## src/include/adc_cfg.svh

```systemverilog
`ifndef ADC_CFG_SVH
`define ADC_CFG_SVH

// LTC1864 style converter, 16 bit result shifted out MSB first
`define ADC_BITS    16  // bits per conversion word

// conv must stay high long enough for the conversion to finish
`define CONV_CYCLES 4   // conv high time in clkadc cycles

// conversion periods in clkadc cycles
// both must exceed CONV_CYCLES + 2*ADC_BITS + 2 so the readout
// and the ready strobe finish before the next conv
`define CUR_PERIOD  48  // motor current loop
`define POT_PERIOD  96  // pot loop, half the current rate

`endif

```

## src/design/adc_pkg.sv

```systemverilog
`include "adc_cfg.svh"

package adc_pkg;

    // one reading from one converter
    typedef logic [`ADC_BITS-1:0] adc_word_t;

    // miso lines of one chain, bit 0 belongs to adc 1
    typedef logic [3:0] miso_t;

    // frame counter, wraps at 255
    typedef logic [7:0] frame_seq_t;

    // conversion sequencer states
    typedef enum logic [1:0] {
        CONV,   // conv high, adc converting
        SHIFT,  // sclk toggling, bits coming out
        WAIT    // idle until period wraps
    } spi_state_t;

endpackage

```

## src/design/spi_timing.sv

```systemverilog
`timescale 1ns/1ps
`include "adc_cfg.svh"

module spi_timing #(
    parameter int PERIOD = `CUR_PERIOD          // clocks per conversion
) (
    input  logic clkadc,                        // adc clock
    input  logic rst,                           // sync reset, active high
    output logic sclk,                          // serial clock to the adcs
    output logic conv,                          // conversion start to the adcs
    output logic latch_bit,                     // shifter samples miso
    output logic latch_word,                    // shifter copies words out
    output logic ready                          // new words on shifter outputs
);
    import adc_pkg::*;

    localparam int CW        = $clog2(PERIOD);         // period counter width
    localparam int HALF_BITS = 2 * `ADC_BITS;          // sclk low + high per bit
    localparam int BW        = $clog2(HALF_BITS);      // half bit counter width

    spi_state_t    state;       // sequencer state
    logic [CW-1:0] cnt;         // position within the period
    logic [BW-1:0] bit_cnt;     // half sclk periods within SHIFT
    logic          cnt_wrap;    // last clock of the period
    logic          conv_done;   // last clock of conv high
    logic          shift_done;  // last sclk high phase

    assign cnt_wrap   = (cnt == CW'(PERIOD - 1));
    assign conv_done  = (state == CONV) && (cnt == CW'(`CONV_CYCLES - 1));
    assign shift_done = (state == SHIFT) && (bit_cnt == BW'(HALF_BITS - 1));

    // period counter
    // reset parks it on the last count, so the first free edge lands on 0
    // and conv goes high in the first cycle out of reset
    always_ff @(posedge clkadc) begin
        if (rst) begin
            cnt <= CW'(PERIOD - 1);
        end else if (cnt_wrap) begin
            cnt <= '0;                          // start next conversion
        end else begin
            cnt <= cnt + 1'b1;
        end
    end

    always_ff @(posedge clkadc) begin
        if (rst) begin
            state <= WAIT;                      // matches parked counter
        end else if (cnt_wrap) begin
            state <= CONV;                      // count 0 opens conv
        end else if (conv_done) begin
            state <= SHIFT;                     // conv falls, adc drives MSB
        end else if (shift_done) begin
            state <= WAIT;                      // all bits read
        end
    end

    // odd counts are sclk high, even counts sclk low
    always_ff @(posedge clkadc) begin
        if (rst || state != SHIFT) begin
            bit_cnt <= '0;
        end else begin
            bit_cnt <= bit_cnt + 1'b1;
        end
    end

    assign conv      = (state == CONV);
    assign sclk      = (state == SHIFT) && bit_cnt[0];   // low then high per bit
    assign latch_bit = sclk;                    // miso stable while sclk high

    // word strobe one clock after the last bit, ready one clock later
    // when the shifter outputs already hold the new words
    always_ff @(posedge clkadc) begin
        if (rst) begin
            latch_word <= 1'b0;
            ready      <= 1'b0;
        end else begin
            latch_word <= shift_done;
            ready      <= latch_word;
        end
    end

    // no sclk while converting, and readout opens with sclk low
    a_conv_sclk: assert property (
        @(posedge clkadc) disable iff (rst) (conv || $past(conv)) |-> !sclk
    ) else $error("spi_timing: sclk high during or right after conv");

    // shifter copies each word exactly once
    a_word_pulse: assert property (
        @(posedge clkadc) disable iff (rst) latch_word |=> !latch_word
    ) else $error("spi_timing: latch_word longer than one cycle");

endmodule

```

## src/design/adc_shift_x4.sv

```systemverilog
`timescale 1ns/1ps
`include "adc_cfg.svh"

module adc_shift_x4 (
    input  logic               clkadc,      // adc clock
    input  logic               rst,         // sync reset, active high
    input  adc_pkg::miso_t     miso,        // one line per adc
    input  logic               latch_bit,   // shift miso in
    input  logic               latch_word,  // copy words to outputs
    output adc_pkg::adc_word_t out1,        // adc 1 reading
    output adc_pkg::adc_word_t out2,        // adc 2 reading
    output adc_pkg::adc_word_t out3,        // adc 3 reading
    output adc_pkg::adc_word_t out4         // adc 4 reading
);
    import adc_pkg::*;

    adc_word_t sr [4];          // shift registers, filled MSB first
    adc_word_t word_q [4];      // last complete words

    // each latch_bit moves one bit in at the LSB end
    // after ADC_BITS shifts the first bit sits at the MSB
    always_ff @(posedge clkadc) begin
        if (latch_bit) begin
            for (int i = 0; i < 4; i++) begin
                sr[i] <= {sr[i][`ADC_BITS-2:0], miso[i]};
            end
        end
    end

    // outputs hold until the next conversion completes
    always_ff @(posedge clkadc) begin
        if (rst) begin
            for (int i = 0; i < 4; i++) begin
                word_q[i] <= '0;                // zero until first word
            end
        end else if (latch_word) begin
            for (int i = 0; i < 4; i++) begin
                word_q[i] <= sr[i];
            end
        end
    end

    assign out1 = word_q[0];
    assign out2 = word_q[1];
    assign out3 = word_q[2];
    assign out4 = word_q[3];

    // word copy must not race a shift, or the last bit is lost
    a_bit_word: assert property (
        @(posedge clkadc) disable iff (rst) !(latch_bit && latch_word)
    ) else $error("adc_shift_x4: latch_bit and latch_word together");

endmodule

```

## src/design/fb_frame_merge.sv

```systemverilog
`timescale 1ns/1ps

module fb_frame_merge (
    input  logic                clkadc,         // adc clock
    input  logic                rst,            // sync reset, active high
    input  logic                pot_ready,      // new pot words this cycle
    input  logic                cur_ready,      // new current words this cycle
    input  adc_pkg::adc_word_t  pot_in1,        // pot chain words
    input  adc_pkg::adc_word_t  pot_in2,
    input  adc_pkg::adc_word_t  pot_in3,
    input  adc_pkg::adc_word_t  pot_in4,
    input  adc_pkg::adc_word_t  cur_in1,        // current chain words
    input  adc_pkg::adc_word_t  cur_in2,
    input  adc_pkg::adc_word_t  cur_in3,
    input  adc_pkg::adc_word_t  cur_in4,
    output adc_pkg::adc_word_t  pot1,           // frame pot words
    output adc_pkg::adc_word_t  pot2,
    output adc_pkg::adc_word_t  pot3,
    output adc_pkg::adc_word_t  pot4,
    output adc_pkg::adc_word_t  cur1,           // frame current words
    output adc_pkg::adc_word_t  cur2,
    output adc_pkg::adc_word_t  cur3,
    output adc_pkg::adc_word_t  cur4,
    output logic                frame_valid,    // one cycle per frame
    output adc_pkg::frame_seq_t frame_seq,      // frame number
    output logic                pot_fresh       // pot words new since last frame
);
    import adc_pkg::*;

    logic       pot_pending;    // pot conversion since last frame
    frame_seq_t seq_cnt;        // number for the next frame

    // payload snapshot, taken on the current conversion
    // pot inputs hold the newest pot words, so a pot_ready in the same
    // cycle is already visible on them
    always_ff @(posedge clkadc) begin
        if (cur_ready) begin
            cur1 <= cur_in1;
            cur2 <= cur_in2;
            cur3 <= cur_in3;
            cur4 <= cur_in4;
            pot1 <= pot_in1;
            pot2 <= pot_in2;
            pot3 <= pot_in3;
            pot4 <= pot_in4;
        end
    end

    always_ff @(posedge clkadc) begin
        if (rst) begin
            pot_pending <= 1'b0;
            pot_fresh   <= 1'b0;
            frame_valid <= 1'b0;
            frame_seq   <= '0;
            seq_cnt     <= '0;                  // first frame carries 0
        end else begin
            frame_valid <= cur_ready;           // publish one clock later
            if (cur_ready) begin
                pot_fresh   <= pot_pending | pot_ready;
                pot_pending <= 1'b0;            // consumed by this frame
                frame_seq   <= seq_cnt;
                seq_cnt     <= seq_cnt + 1'b1;  // wraps at 255
            end else if (pot_ready) begin
                pot_pending <= 1'b1;            // wait for next frame
            end
        end
    end

    // cur_ready is a strobe, frames never run back to back
    a_frame_pulse: assert property (
        @(posedge clkadc) disable iff (rst) frame_valid |=> !frame_valid
    ) else $error("fb_frame_merge: frame_valid longer than one cycle");

endmodule

```

## src/design/adc_ctrl.sv

```systemverilog
`timescale 1ns/1ps
`include "adc_cfg.svh"

module adc_ctrl (
    input  logic                clkadc,         // adc clock
    input  logic                rst,            // sync reset, active high
    output logic                sclk_pot,       // pot chain serial clock
    output logic                conv_pot,       // pot chain conv
    input  adc_pkg::miso_t      miso_pot,       // pot chain data lines
    output logic                sclk_cur,       // current chain serial clock
    output logic                conv_cur,       // current chain conv
    input  adc_pkg::miso_t      miso_cur,       // current chain data lines
    output adc_pkg::adc_word_t  pot1,           // pot axis 1
    output adc_pkg::adc_word_t  pot2,           // pot axis 2
    output adc_pkg::adc_word_t  pot3,           // pot axis 3
    output adc_pkg::adc_word_t  pot4,           // pot axis 4
    output adc_pkg::adc_word_t  cur1,           // current axis 1
    output adc_pkg::adc_word_t  cur2,           // current axis 2
    output adc_pkg::adc_word_t  cur3,           // current axis 3
    output adc_pkg::adc_word_t  cur4,           // current axis 4
    output logic                frame_valid,    // new feedback frame
    output adc_pkg::frame_seq_t frame_seq,      // frame number
    output logic                pot_fresh       // pot words new in frame
);
    import adc_pkg::*;

    logic      pot_latch_bit;           // pot chain strobes
    logic      pot_latch_word;
    logic      pot_ready;
    logic      cur_latch_bit;           // current chain strobes
    logic      cur_latch_word;
    logic      cur_ready;
    adc_word_t pot_w1, pot_w2, pot_w3, pot_w4;  // raw pot words
    adc_word_t cur_w1, cur_w2, cur_w3, cur_w4;  // raw current words

    // pot chain, slow loop
    spi_timing #(.PERIOD(`POT_PERIOD)) spi_pot (
        .clkadc     (clkadc),
        .rst        (rst),
        .sclk       (sclk_pot),
        .conv       (conv_pot),
        .latch_bit  (pot_latch_bit),
        .latch_word (pot_latch_word),
        .ready      (pot_ready)
    );

    adc_shift_x4 adc_pot (
        .clkadc     (clkadc),
        .rst        (rst),
        .miso       (miso_pot),
        .latch_bit  (pot_latch_bit),
        .latch_word (pot_latch_word),
        .out1       (pot_w1),
        .out2       (pot_w2),
        .out3       (pot_w3),
        .out4       (pot_w4)
    );

    // current chain, twice the pot rate
    spi_timing #(.PERIOD(`CUR_PERIOD)) spi_cur (
        .clkadc     (clkadc),
        .rst        (rst),
        .sclk       (sclk_cur),
        .conv       (conv_cur),
        .latch_bit  (cur_latch_bit),
        .latch_word (cur_latch_word),
        .ready      (cur_ready)
    );

    adc_shift_x4 adc_cur (
        .clkadc     (clkadc),
        .rst        (rst),
        .miso       (miso_cur),
        .latch_bit  (cur_latch_bit),
        .latch_word (cur_latch_word),
        .out1       (cur_w1),
        .out2       (cur_w2),
        .out3       (cur_w3),
        .out4       (cur_w4)
    );

    // frames follow the current loop
    fb_frame_merge merge0 (
        .clkadc      (clkadc),
        .rst         (rst),
        .pot_ready   (pot_ready),
        .cur_ready   (cur_ready),
        .pot_in1     (pot_w1),
        .pot_in2     (pot_w2),
        .pot_in3     (pot_w3),
        .pot_in4     (pot_w4),
        .cur_in1     (cur_w1),
        .cur_in2     (cur_w2),
        .cur_in3     (cur_w3),
        .cur_in4     (cur_w4),
        .pot1        (pot1),
        .pot2        (pot2),
        .pot3        (pot3),
        .pot4        (pot4),
        .cur1        (cur1),
        .cur2        (cur2),
        .cur3        (cur3),
        .cur4        (cur4),
        .frame_valid (frame_valid),
        .frame_seq   (frame_seq),
        .pot_fresh   (pot_fresh)
    );

endmodule

```

## config.mk

```make
export PLATFORM = sky130hd
export DESIGN_NAME = adc_ctrl
export DESIGN_NICKNAME = d
export VERILOG_FILES = /design/src/design/adc_pkg.sv /design/src/design/spi_timing.sv /design/src/design/adc_shift_x4.sv /design/src/design/fb_frame_merge.sv /design/src/design/adc_ctrl.sv
export VERILOG_INCLUDE_DIRS = /design/src /design/src/include
export SDC_FILE = /design/constraint.sdc
export NUM_CORES = 1
export LEC_CHECK = 0
export BUFFER_PORTS_ARGS = -buffer_cell sky130_fd_sc_hd__buf_4
export CORE_MARGIN = 2
export CORE_UTILIZATION = 55
export DETAILED_ROUTE_END_ITERATION = 16
export GPL_TIMING_DRIVEN = 0
export PLACE_DENSITY = 0.87
export SYNTH_ARGS = -nofsm -noshare
export SYNTH_HDL_FRONTEND = slang
export SYNTH_SLANG_ARGS = --single-unit
```

## constraint.sdc

```tcl
create_clock -name clkadc -period 8.4 [get_ports clkadc]
set_input_delay 1.68 -clock clkadc [delete_from_list [all_inputs] [get_ports clkadc]]
set_output_delay 1.68 -clock clkadc [all_outputs]
set_load 0.1 [all_outputs]
```

# Yosys cells after proc, flatten, opt, wreduce, memory -nomap -nowiden
# Memories as Yosys holds them, arrays and structs flattened. A register that Yosys moved wholly into a read port is not among the register bits.
# Cells that the tools add are included.
dict set report word_totals {
  ff_bits 50
  ram_bits 256
  in_bits 10
  out_inout_bits 142
  elab_cells 92
  n_memories 4
}
# name depth width rd rd_ports_with_merged_regs write_ports line
set memory_table {}
lappend memory_table {adc_cur.sr 4 16 4 0 4 adc_shift_x4.sv:17} ;# adc_word_t sr [4];
lappend memory_table {adc_cur.word_q 4 16 4 4 4 adc_shift_x4.sv:18} ;# adc_word_t word_q [4];
lappend memory_table {adc_pot.sr 4 16 4 0 4 adc_shift_x4.sv:17}
lappend memory_table {adc_pot.word_q 4 16 4 4 4 adc_shift_x4.sv:18}
dict set report op_classes {
  add_sub_neg 5
  eq_ne 10
  muxes 28
  bitwise 9
  reduce_logical 17
}
# cell n
set op_table {}
lappend op_table {{$mux W16} 8}
lappend op_table {{$mux W1} 12}
lappend op_table {{$mux W2} 6}
lappend op_table {{$add A5 B1 Y5 const B} 2}
lappend op_table {{$eq A5 B5 Y1 const B} 2}
lappend op_table {{$or A1 B1 Y1} 9}
lappend op_table {{$add A8 B1 Y8 const B} 1}
lappend op_table {{$add A7 B1 Y7 const B} 1}
lappend op_table {{$eq A7 B2 Y1 const B} 1}
lappend op_table {{$eq A7 B7 Y1 const B} 1}
lappend op_table {{$mux W7} 1}
lappend op_table {{$add A6 B1 Y6 const B} 1}
lappend op_table {{$eq A6 B2 Y1 const B} 1}
lappend op_table {{$eq A6 B6 Y1 const B} 1}
lappend op_table {{$logic_and A1 B1 Y1} 6}
lappend op_table {{$mux W6} 1}
lappend op_table {{$reduce_bool A3 Y1} 2}
lappend op_table {{$reduce_or A2 Y1} 3}
lappend op_table {{$eq A2 B1 Y1 const B} 2}
lappend op_table {{$logic_not A2 Y1} 2}
lappend op_table {{$ne A2 B1 Y1 const B} 2}
lappend op_table {{$reduce_bool A2 Y1} 2}
lappend op_table {{$logic_or A1 B1 Y1} 2}

# Logic depth before layout (Yosys ltp)
# Gate-level depths: netlist of the first run.
dict set report logic_depth {
  depth_word 5
  depth_mapped 6
  depth_no_buf 6
}

# Modules after synthesis
# A second synthesis of the first run with hierarchy kept.
dict set report unflattened {
  hier_cells 737
  area_unflattened_um2 14869.3
}
# mod instances cells_per_inst area_each_um2 seq_area_each_um2
set by_module_without_submodules {}
lappend by_module_without_submodules {adc_shift_x4 2 207 4523.1 3843.7}
lappend by_module_without_submodules {fb_frame_merge 1 199 4548.1 4224.1}
lappend by_module_without_submodules {{spi_timing (spi_pot)} 1 61 646.9 320.3}
lappend by_module_without_submodules {{spi_timing (spi_cur)} 1 63 628.1 300.3}

# Least setup slack after synthesis of the first run
# Ideal clock, no wire load.
dict set report synth_path {
  path_type {flip-flop to output port}
  from {reg spi_cur.state[1]}
  to {out sclk_cur}
  arrival_ns 2.605
  required_ns 6.720
  path_slack_ns 4.115
  path_stages_with_launch 2
  n_path_buf 0
  path_cell_list {dfxtp_1 -> and3b_1}
}
dict set report synth_between {
  elab_chain_len 2
}
# element line
set synth_rtl {}
lappend synth_rtl {{start, declared} spi_timing.sv:21} ;# spi_state_t state;
lappend synth_rtl {{start signal, assigned} spi_timing.sv:47} ;# state <= WAIT;
lappend synth_rtl {{start signal, assigned} spi_timing.sv:49} ;# state <= CONV;
lappend synth_rtl {{start signal, assigned} spi_timing.sv:51} ;# state <= SHIFT;
lappend synth_rtl {{$eq A2 B1 Y1} spi_timing.sv:67} ;# assign sclk = (state == SHIFT) && bit_cnt[0];
lappend synth_rtl {{$logic_and A1 B1 Y1} spi_timing.sv:67}
lappend synth_rtl {{end, declared} adc_ctrl.sv:10} ;# output logic sclk_cur,
# No other way between the ends.

# Worst setup path after layout of the first run
# Same ends and word-level chain as after synthesis.

==> results of run 1 <==
-- state kept, by name (all words and copies together) (netlist names), 16 cells and up --
register and flops:
cur4 16, adc_pot.word_q 64, pot2 16, pot3 16, cur2 16, pot1 16, adc_pot.sr 64, adc_cur.word_q 64
pot4 16, adc_cur.sr 64, cur1 16, cur3 16
-- worst max-delay path, cell delays in order (launching register included) --
cell	delay, ps
dfxtp_1	350
and3b_4	530
buf_16	290
buf_4	350
-- metrics by stage --
step,power [W],setup WS [ps],hold slack (ps)
2_1_floorplan,0.002561,4115,400.3
3_3_place_gp,0.002587,2931,401.4
3_5_place_dp,0.002598,4820,404.5
4_1_cts,0.004270,4615,406.9
5_1_grt,0.004373,4538,414.6
6_report,0.004239,4640,410.7
-- layout make-up --
cell class | instances | area (um^2) | area share, %
multi-input cells | 261 | 1709 | 9.943
clock inverters | 24 | 177.7 | 1.034
repair buffers | 153 | 1209 | 7.031
clock buffers | 45 | 1041 | 6.056
plain buffers | 21 | 91.34 | 0.5313
inverters | 2 | 7.507 | 0.04367
well taps | 335 | 419.2 | 2.438
flip-flops and latches | 434 | 12540 | 72.92
-- metal layers --
metal  part of all wire (%)  up-vias  wire, um  GRT usage, %
li1                       -     3054         -             -
met1                     41     3282      9470         21.63
met2                     51      166     11690         28.45
met3                    4.3       51       994         3.072
met4                    3.1        0       701         6.074
met5                      0        -         0             0
-- synthesized netlist by cell type, drive strengths merged --
cell type  count  area, um^2
nor3           2       10.01
a21oi          6       30.03
nor2b          3       18.77
clkbuf        18       70.07
xor2           7       61.31
or3b           2       17.52
nand2          7       26.28
nand4          3       18.77
and3b          2       17.52
ha             7       87.58
nand4b         3       26.28
a21o           1       7.510
and2         132       825.8
and3           2       12.51
nor3b          5       37.54
xnor2          5       43.79
nor2          25       93.84
a31o           1       8.760
o211ai         2       15.01
or2            4       25.02
edfxtp       384       11530
nor4           1       6.260
mux2i          9       90.09
a31oi          1       6.260
buf            3       21.27
a211oi         4       30.03
o21ai          5       25.02
or3            4       26.28
nand3          7       47.55
a211o          1       8.760
o21bai         6       45.04
inv            2       7.510
or4            1       7.510
nand2b         2       12.51
o31ai          1       7.510
dfxtp         50        1001
-- worst paths after layout --
kind / start / slack [ps] / to / cells after the start
worst max register to register: spi_cur.ready$_SDFF_PP0_ / 6430 / merge0.seq_cnt[7]$_SDFFE_PP0P_ / 4
worst min register to register: adc_pot.word_q[1][13]$_SDFFCE_PN0P_ / 410 / pot2[13]$_DFFE_PP_ / 0
worst min-delay path: adc_pot.word_q[1][13]$_SDFFCE_PN0P_ / 410 / pot2[13]$_DFFE_PP_ / 0
worst max-delay path: spi_cur.state[1]$_SDFFE_PP1P_ / 4640 / sclk_cur / 3
-- logic make-up after synthesis --
logic type | share of synthesized area (%)
xor gates and xnor gates | 0.7336
and+or+nand+nor | 8.585
muxes | 0.6288
buffers and inverters | 0.6899
AOI/OAI and AO/OA | 1.284
adders and majority gates | 0.6113
DFF | 87.47
-- power breakdown --
group | switching, W | total [W] | internal (W)
logic | 0.0000812 | 0.000126 | 0.0000448
registers | 0.0000390 | 0.00243 | 0.00239
clock network | 0.000732 | 0.00168 | 0.000953
==> flow_summary.yaml, run 1 <==
placement:
  place_area_um2: 15970
  buffer_ports.inserted: 150
  dp.final_hpwl_um: 13830
  gp_congestion: 0.7367
  placed_cells: 1206
drt:
  wire_per_inst_um: 17.92
  drc_errors: 0
  dr.pass1.iters: 4
  drtAntennaViolNets: 0
  first_iter_violations: 483
  drt_wl_total_um: 22850
  route.vias.total: 6553
  vias_per_cell: 5.140
cells_and_area:
  final_layout_size_suffix_gt1_share_pct: 23.83
  nNetsFinal: 930
  syn2layout_area_growth_pct: 19.98
  final_cell_mix: "edfxtp_1 (384), buf_4 (150), and2_1 (132), dfxtp_1 (49), clkbuf_16 (41)"
  num_antenna_cells: 0
  utilization_pct: 66.53
  layout_commonest_cell: "edfxtp_1"
  nFillCells: 1624
  final_cells: 1275
  fin_area_um2: 17190
job:
  cap_violations: 0
clock_network:
  cts_buffers: 40
  cts_resized: 0
  cts_root_buffer: "clkbuf_16"
  clk-insertion-delay-late_ps: 520
  cts_setup_buffers: 0
  cts_tree: "built"
  hold_buffers: 0
  h-tree-depth: 2
  path_clk_slew_ps: 60
  cts_sinks: 434
  ctsLongestPathBuffers: 3
worst_setup_path:
  required_ps: 6720
  start_kind: "flop"
  criticalPathCategory: "reg -> out"
  critPathArrivalTime_ps: 2080
  crit_fanout: 47
  cp-end-kind: "primary output"
floorplan:
  die_area_um2: 27360
  start_util_pct: 55.45
  die_y_um: 165.4
  dieWidth_um: 165.4
  io_pins: 152
  fp-row-count: 59
  coreArea_um2: 25840
power:
  peakVddDrop_uv: 267.0
  p_per_area_nw_per_um2: 246.6
  leakagePower_nw: 5.996
timing:
  worst_pin_slew_ps: 935.0
  fin_skew_ps: 16.90
  max-slew-margin-rel_pct: 37.66
  maxSlewViolCount: 0
  setup_viol: 0
  layout_min_cycle_time_ps: 3760
  finalCritPeriodShare_pct: 44.76
  rsz0062_at_grt: "no"
  fin_setup_tns_ps: 0
  timing.fmax_mhz: 266.0
  hold_viol: 0
global_route:
  grt_max_degree: 70
  grt_pass1_wl_um: 34830
  grt_use_total_pct: 16.67
  antenna_found_initial: 0
  grt_pass1_vias: 6516
  grt_remaining_overflow: 0
yosys:
  synthDistinctLibCells: 40
  avgSynthCellArea_um2: 19.95
  syn_inst: 718
  synth_area_um2: 14330
  ys_ff_latch: 434
  synth_nets: 735
  synth_warnings: 0
  synth-seq-area-share_pct: 87.47
outcome:
  status: "complete, no violations"
worst_hold_path:
  hold_class: "reg -> reg"
(Power assumes the default switching activity.)
==> run 2: changes to the inputs <==
--- a/config.mk
+++ b/config.mk
@@ -8,7 +8,7 @@
 export LEC_CHECK = 0
 export BUFFER_PORTS_ARGS = -buffer_cell sky130_fd_sc_hd__buf_4
 export CORE_MARGIN = 2
-export CORE_UTILIZATION = 55
+export CORE_UTILIZATION = 52
 export DETAILED_ROUTE_END_ITERATION = 16
 export GPL_TIMING_DRIVEN = 0
 export PLACE_DENSITY = 0.87
==> constraint.sdc (replaced) <==
create_clock -name clkadc -period 3.03 [get_ports clkadc]
set_input_delay 0.606 -clock clkadc [delete_from_list [all_inputs] [get_ports clkadc]]
set_output_delay 0.606 -clock clkadc [all_outputs]
set_load 0.1 [all_outputs]
==> flow_summary.yaml, run 2 (same netlist as run 1, synthesis figures left out) <==
outcome:
  status: "complete, no violations"
power:
  peakVddDrop_uv: 522.5
  leakagePower_nw: 6.086
  p_per_area_nw_per_um2: 702.5
worst_setup_path:
  required_ps: 2420
  critPathArrivalTime_ps: 1940
  cp_slowest_cell: "and3b_4"
  startpoint: "spi_cur.state[1]$_SDFFE_PP1P_"
  rr_endpoint: "merge0.seq_cnt[7]$_SDFFE_PP0P_"
  crit_fanout: 61
  path_buf_inv: 2
  start_kind: "flop"
  ff2ff_path_depth: 5
  path_cells: "and3b_4 > buf_16 > buf_4"
  criticalPathCategory: "reg -> out"
  r2r_start: "spi_cur.ready$_SDFF_PP0_"
  cpLargestDelayFamily: "buffers and inverters"
  cp-end-kind: "primary output"
  reg2reg_slack_ps: 900
  critical_path.max_stage_delay_ps: 390
floorplan:
  dieWidth_um: 170.0
  die_area_um2: 28900
  start_util_pct: 53.01
  die_y_um: 170.0
  fp-row-count: 60
  coreArea_um2: 27030
  io_pins: 152
cells_and_area:
  final_layout_size_suffix_gt1_share_pct: 24.37
  nNetsFinal: 932
  nFillCells: 1787
  syn2layout_area_growth_pct: 21.08
  final_cell_mix: "edfxtp_1 (384), buf_4 (150), and2_1 (132), dfxtp_1 (49), clkbuf_16 (43)"
  layout_commonest_cell: "edfxtp_1"
  ff_latch_area_um2: 12540
  multiInputGateArea_um2: 1709
  num_antenna_cells: 0
timing:
  hold_viol: 0
  fin_setup_tns_ps: 0
  fin_skew_ps: 26.18
  finalCritPeriodShare_pct: 84.08
  rsz0062_at_grt: "no"
  worst_pin_slew_ps: 920.1
  max-slew-margin-rel_pct: 38.66
  layout_min_cycle_time_ps: 2548
  maxSlewViolCount: 0
  finalWorstSetupSlack_ps: 482.4
  timing.fmax_mhz: 392.5
  setup_viol: 0
drt:
  dr.pass1.iters: 4
  wire_per_inst_um: 17.71
  drt_wl_total_um: 22820
  drtAntennaViolNets: 0
  first_iter_violations: 536
  route.vias.total: 6554
  drc_errors: 0
  vias_per_cell: 5.085
clock_network:
  cts_setup_buffers: 0
  clk-insertion-delay-late_ps: 530
  cts_sinks: 434
  hold_buffers: 0
  ctsLongestPathBuffers: 3
  h-tree-depth: 2
  cts_buffers: 41
  path_clk_slew_ps: 70
  cts_root_buffer: "clkbuf_16"
  cts_tree: "built"
  cts_resized: 0
worst_hold_path:
  min_from: "miso_pot[2]"
  worstHoldEndpoint: "adc_pot.sr[2][0]$_DFFE_PP_"
  whs_path_depth: 1
  hold_class: "in -> reg"
global_route:
  grt_pass1_wl_um: 35400
  grt_max_degree: 65
  grt_remaining_overflow: 0
  antenna_found_initial: 0
  grt_use_total_pct: 15.80
  grt_pass1_vias: 6637
placement:
  buffer_ports.inserted: 150
  dp.final_hpwl_um: 13790
  dp_slack_ps: 565.9
  gp_congestion: 0.7610
job:
  cap_violations: 0
[run 2: changes by cell type in the layout (fill, tap and decap cells not counted)]
cell and change:
buf_16 -1, inv_6 -2, clkinvlp_2 -1, clkinvlp_4 -3, bufinv_16 +3, buf_12 +2
clkinv_1 -3, clkbuf_1 +4, clkinv_2 +6, clkinv_4 +1, clkbuf_16 +2
[run 2: where the power goes]
group	switching, W	internal [W]
clock	0.00208	0.00302
combinational	0.000224	0.000124
sequential	0.000110	0.00662
total	0.00241	0.00977
[run 2: metal layers]
layer / vias up / part of all wire (%) / routed length [um] / global-route usage [%]
met3: 58 / 4.0 / 913 / 2.744
li1: 3067 / - / - / -
met1: 3247 / 41 / 9264 / 19.76
met5: - / 0 / 0 / 0
met4: 0 / 3.5 / 793 / 5.797
met2: 182 / 52 / 11850 / 27.84
[run 2: worst max-delay path by stage]
stage | endpoint | depth (start not counted)
floorplan | merge0.seq_cnt[7]$_SDFFE_PP0P_ | 4
global placement | merge0.seq_cnt[7]$_SDFFE_PP0P_ | 4
detailed placement | adc_cur.word_q[1][7]$_SDFFCE_PN0P_ | 3
CTS | sclk_cur | 3
global route | sclk_cur | 3
finish | sclk_cur | 3
[run 2: metrics by stage]
step | cell area, um^2 | total power, W | cells | hold WS, ps | util, %
final | 17350 | 0.01219 | 1289 | 254.9 | 64.19
after global routing | 17350 | 0.01253 | 1289 | 235.1 | 64.19
after CTS | 17350 | 0.01227 | 1289 | 234.7 | 64.19
after detailed placement | 15990 | 0.007203 | 1213 | 404.5 | 59.17
after global placement | 15880 | 0.007175 | 1209 | 401.5 | 58.77
after floorplan | 14330 | 0.007100 | 718 | 400.3 | -
[run 2: worst reg2reg max path: stages (launching register included)]
cell and delay, ps:
dfxtp_4 760, buf_12 320, buf_6 220, nand3_4 80, or4_1 520, a21oi_1 150
[run 2: final cells by class]
| type | instances | area share (%) |
|---|---|---|
| inverters | 2 | 0.04327 |
| clock buffers | 51 | 6.376 |
| well taps | 341 | 2.459 |
| multi-input cells | 261 | 9.852 |
| clock inverters | 25 | 1.442 |
| repair buffers | 154 | 7.039 |
| plain buffers | 21 | 0.5265 |
| flip-flops and latches | 434 | 72.26 |
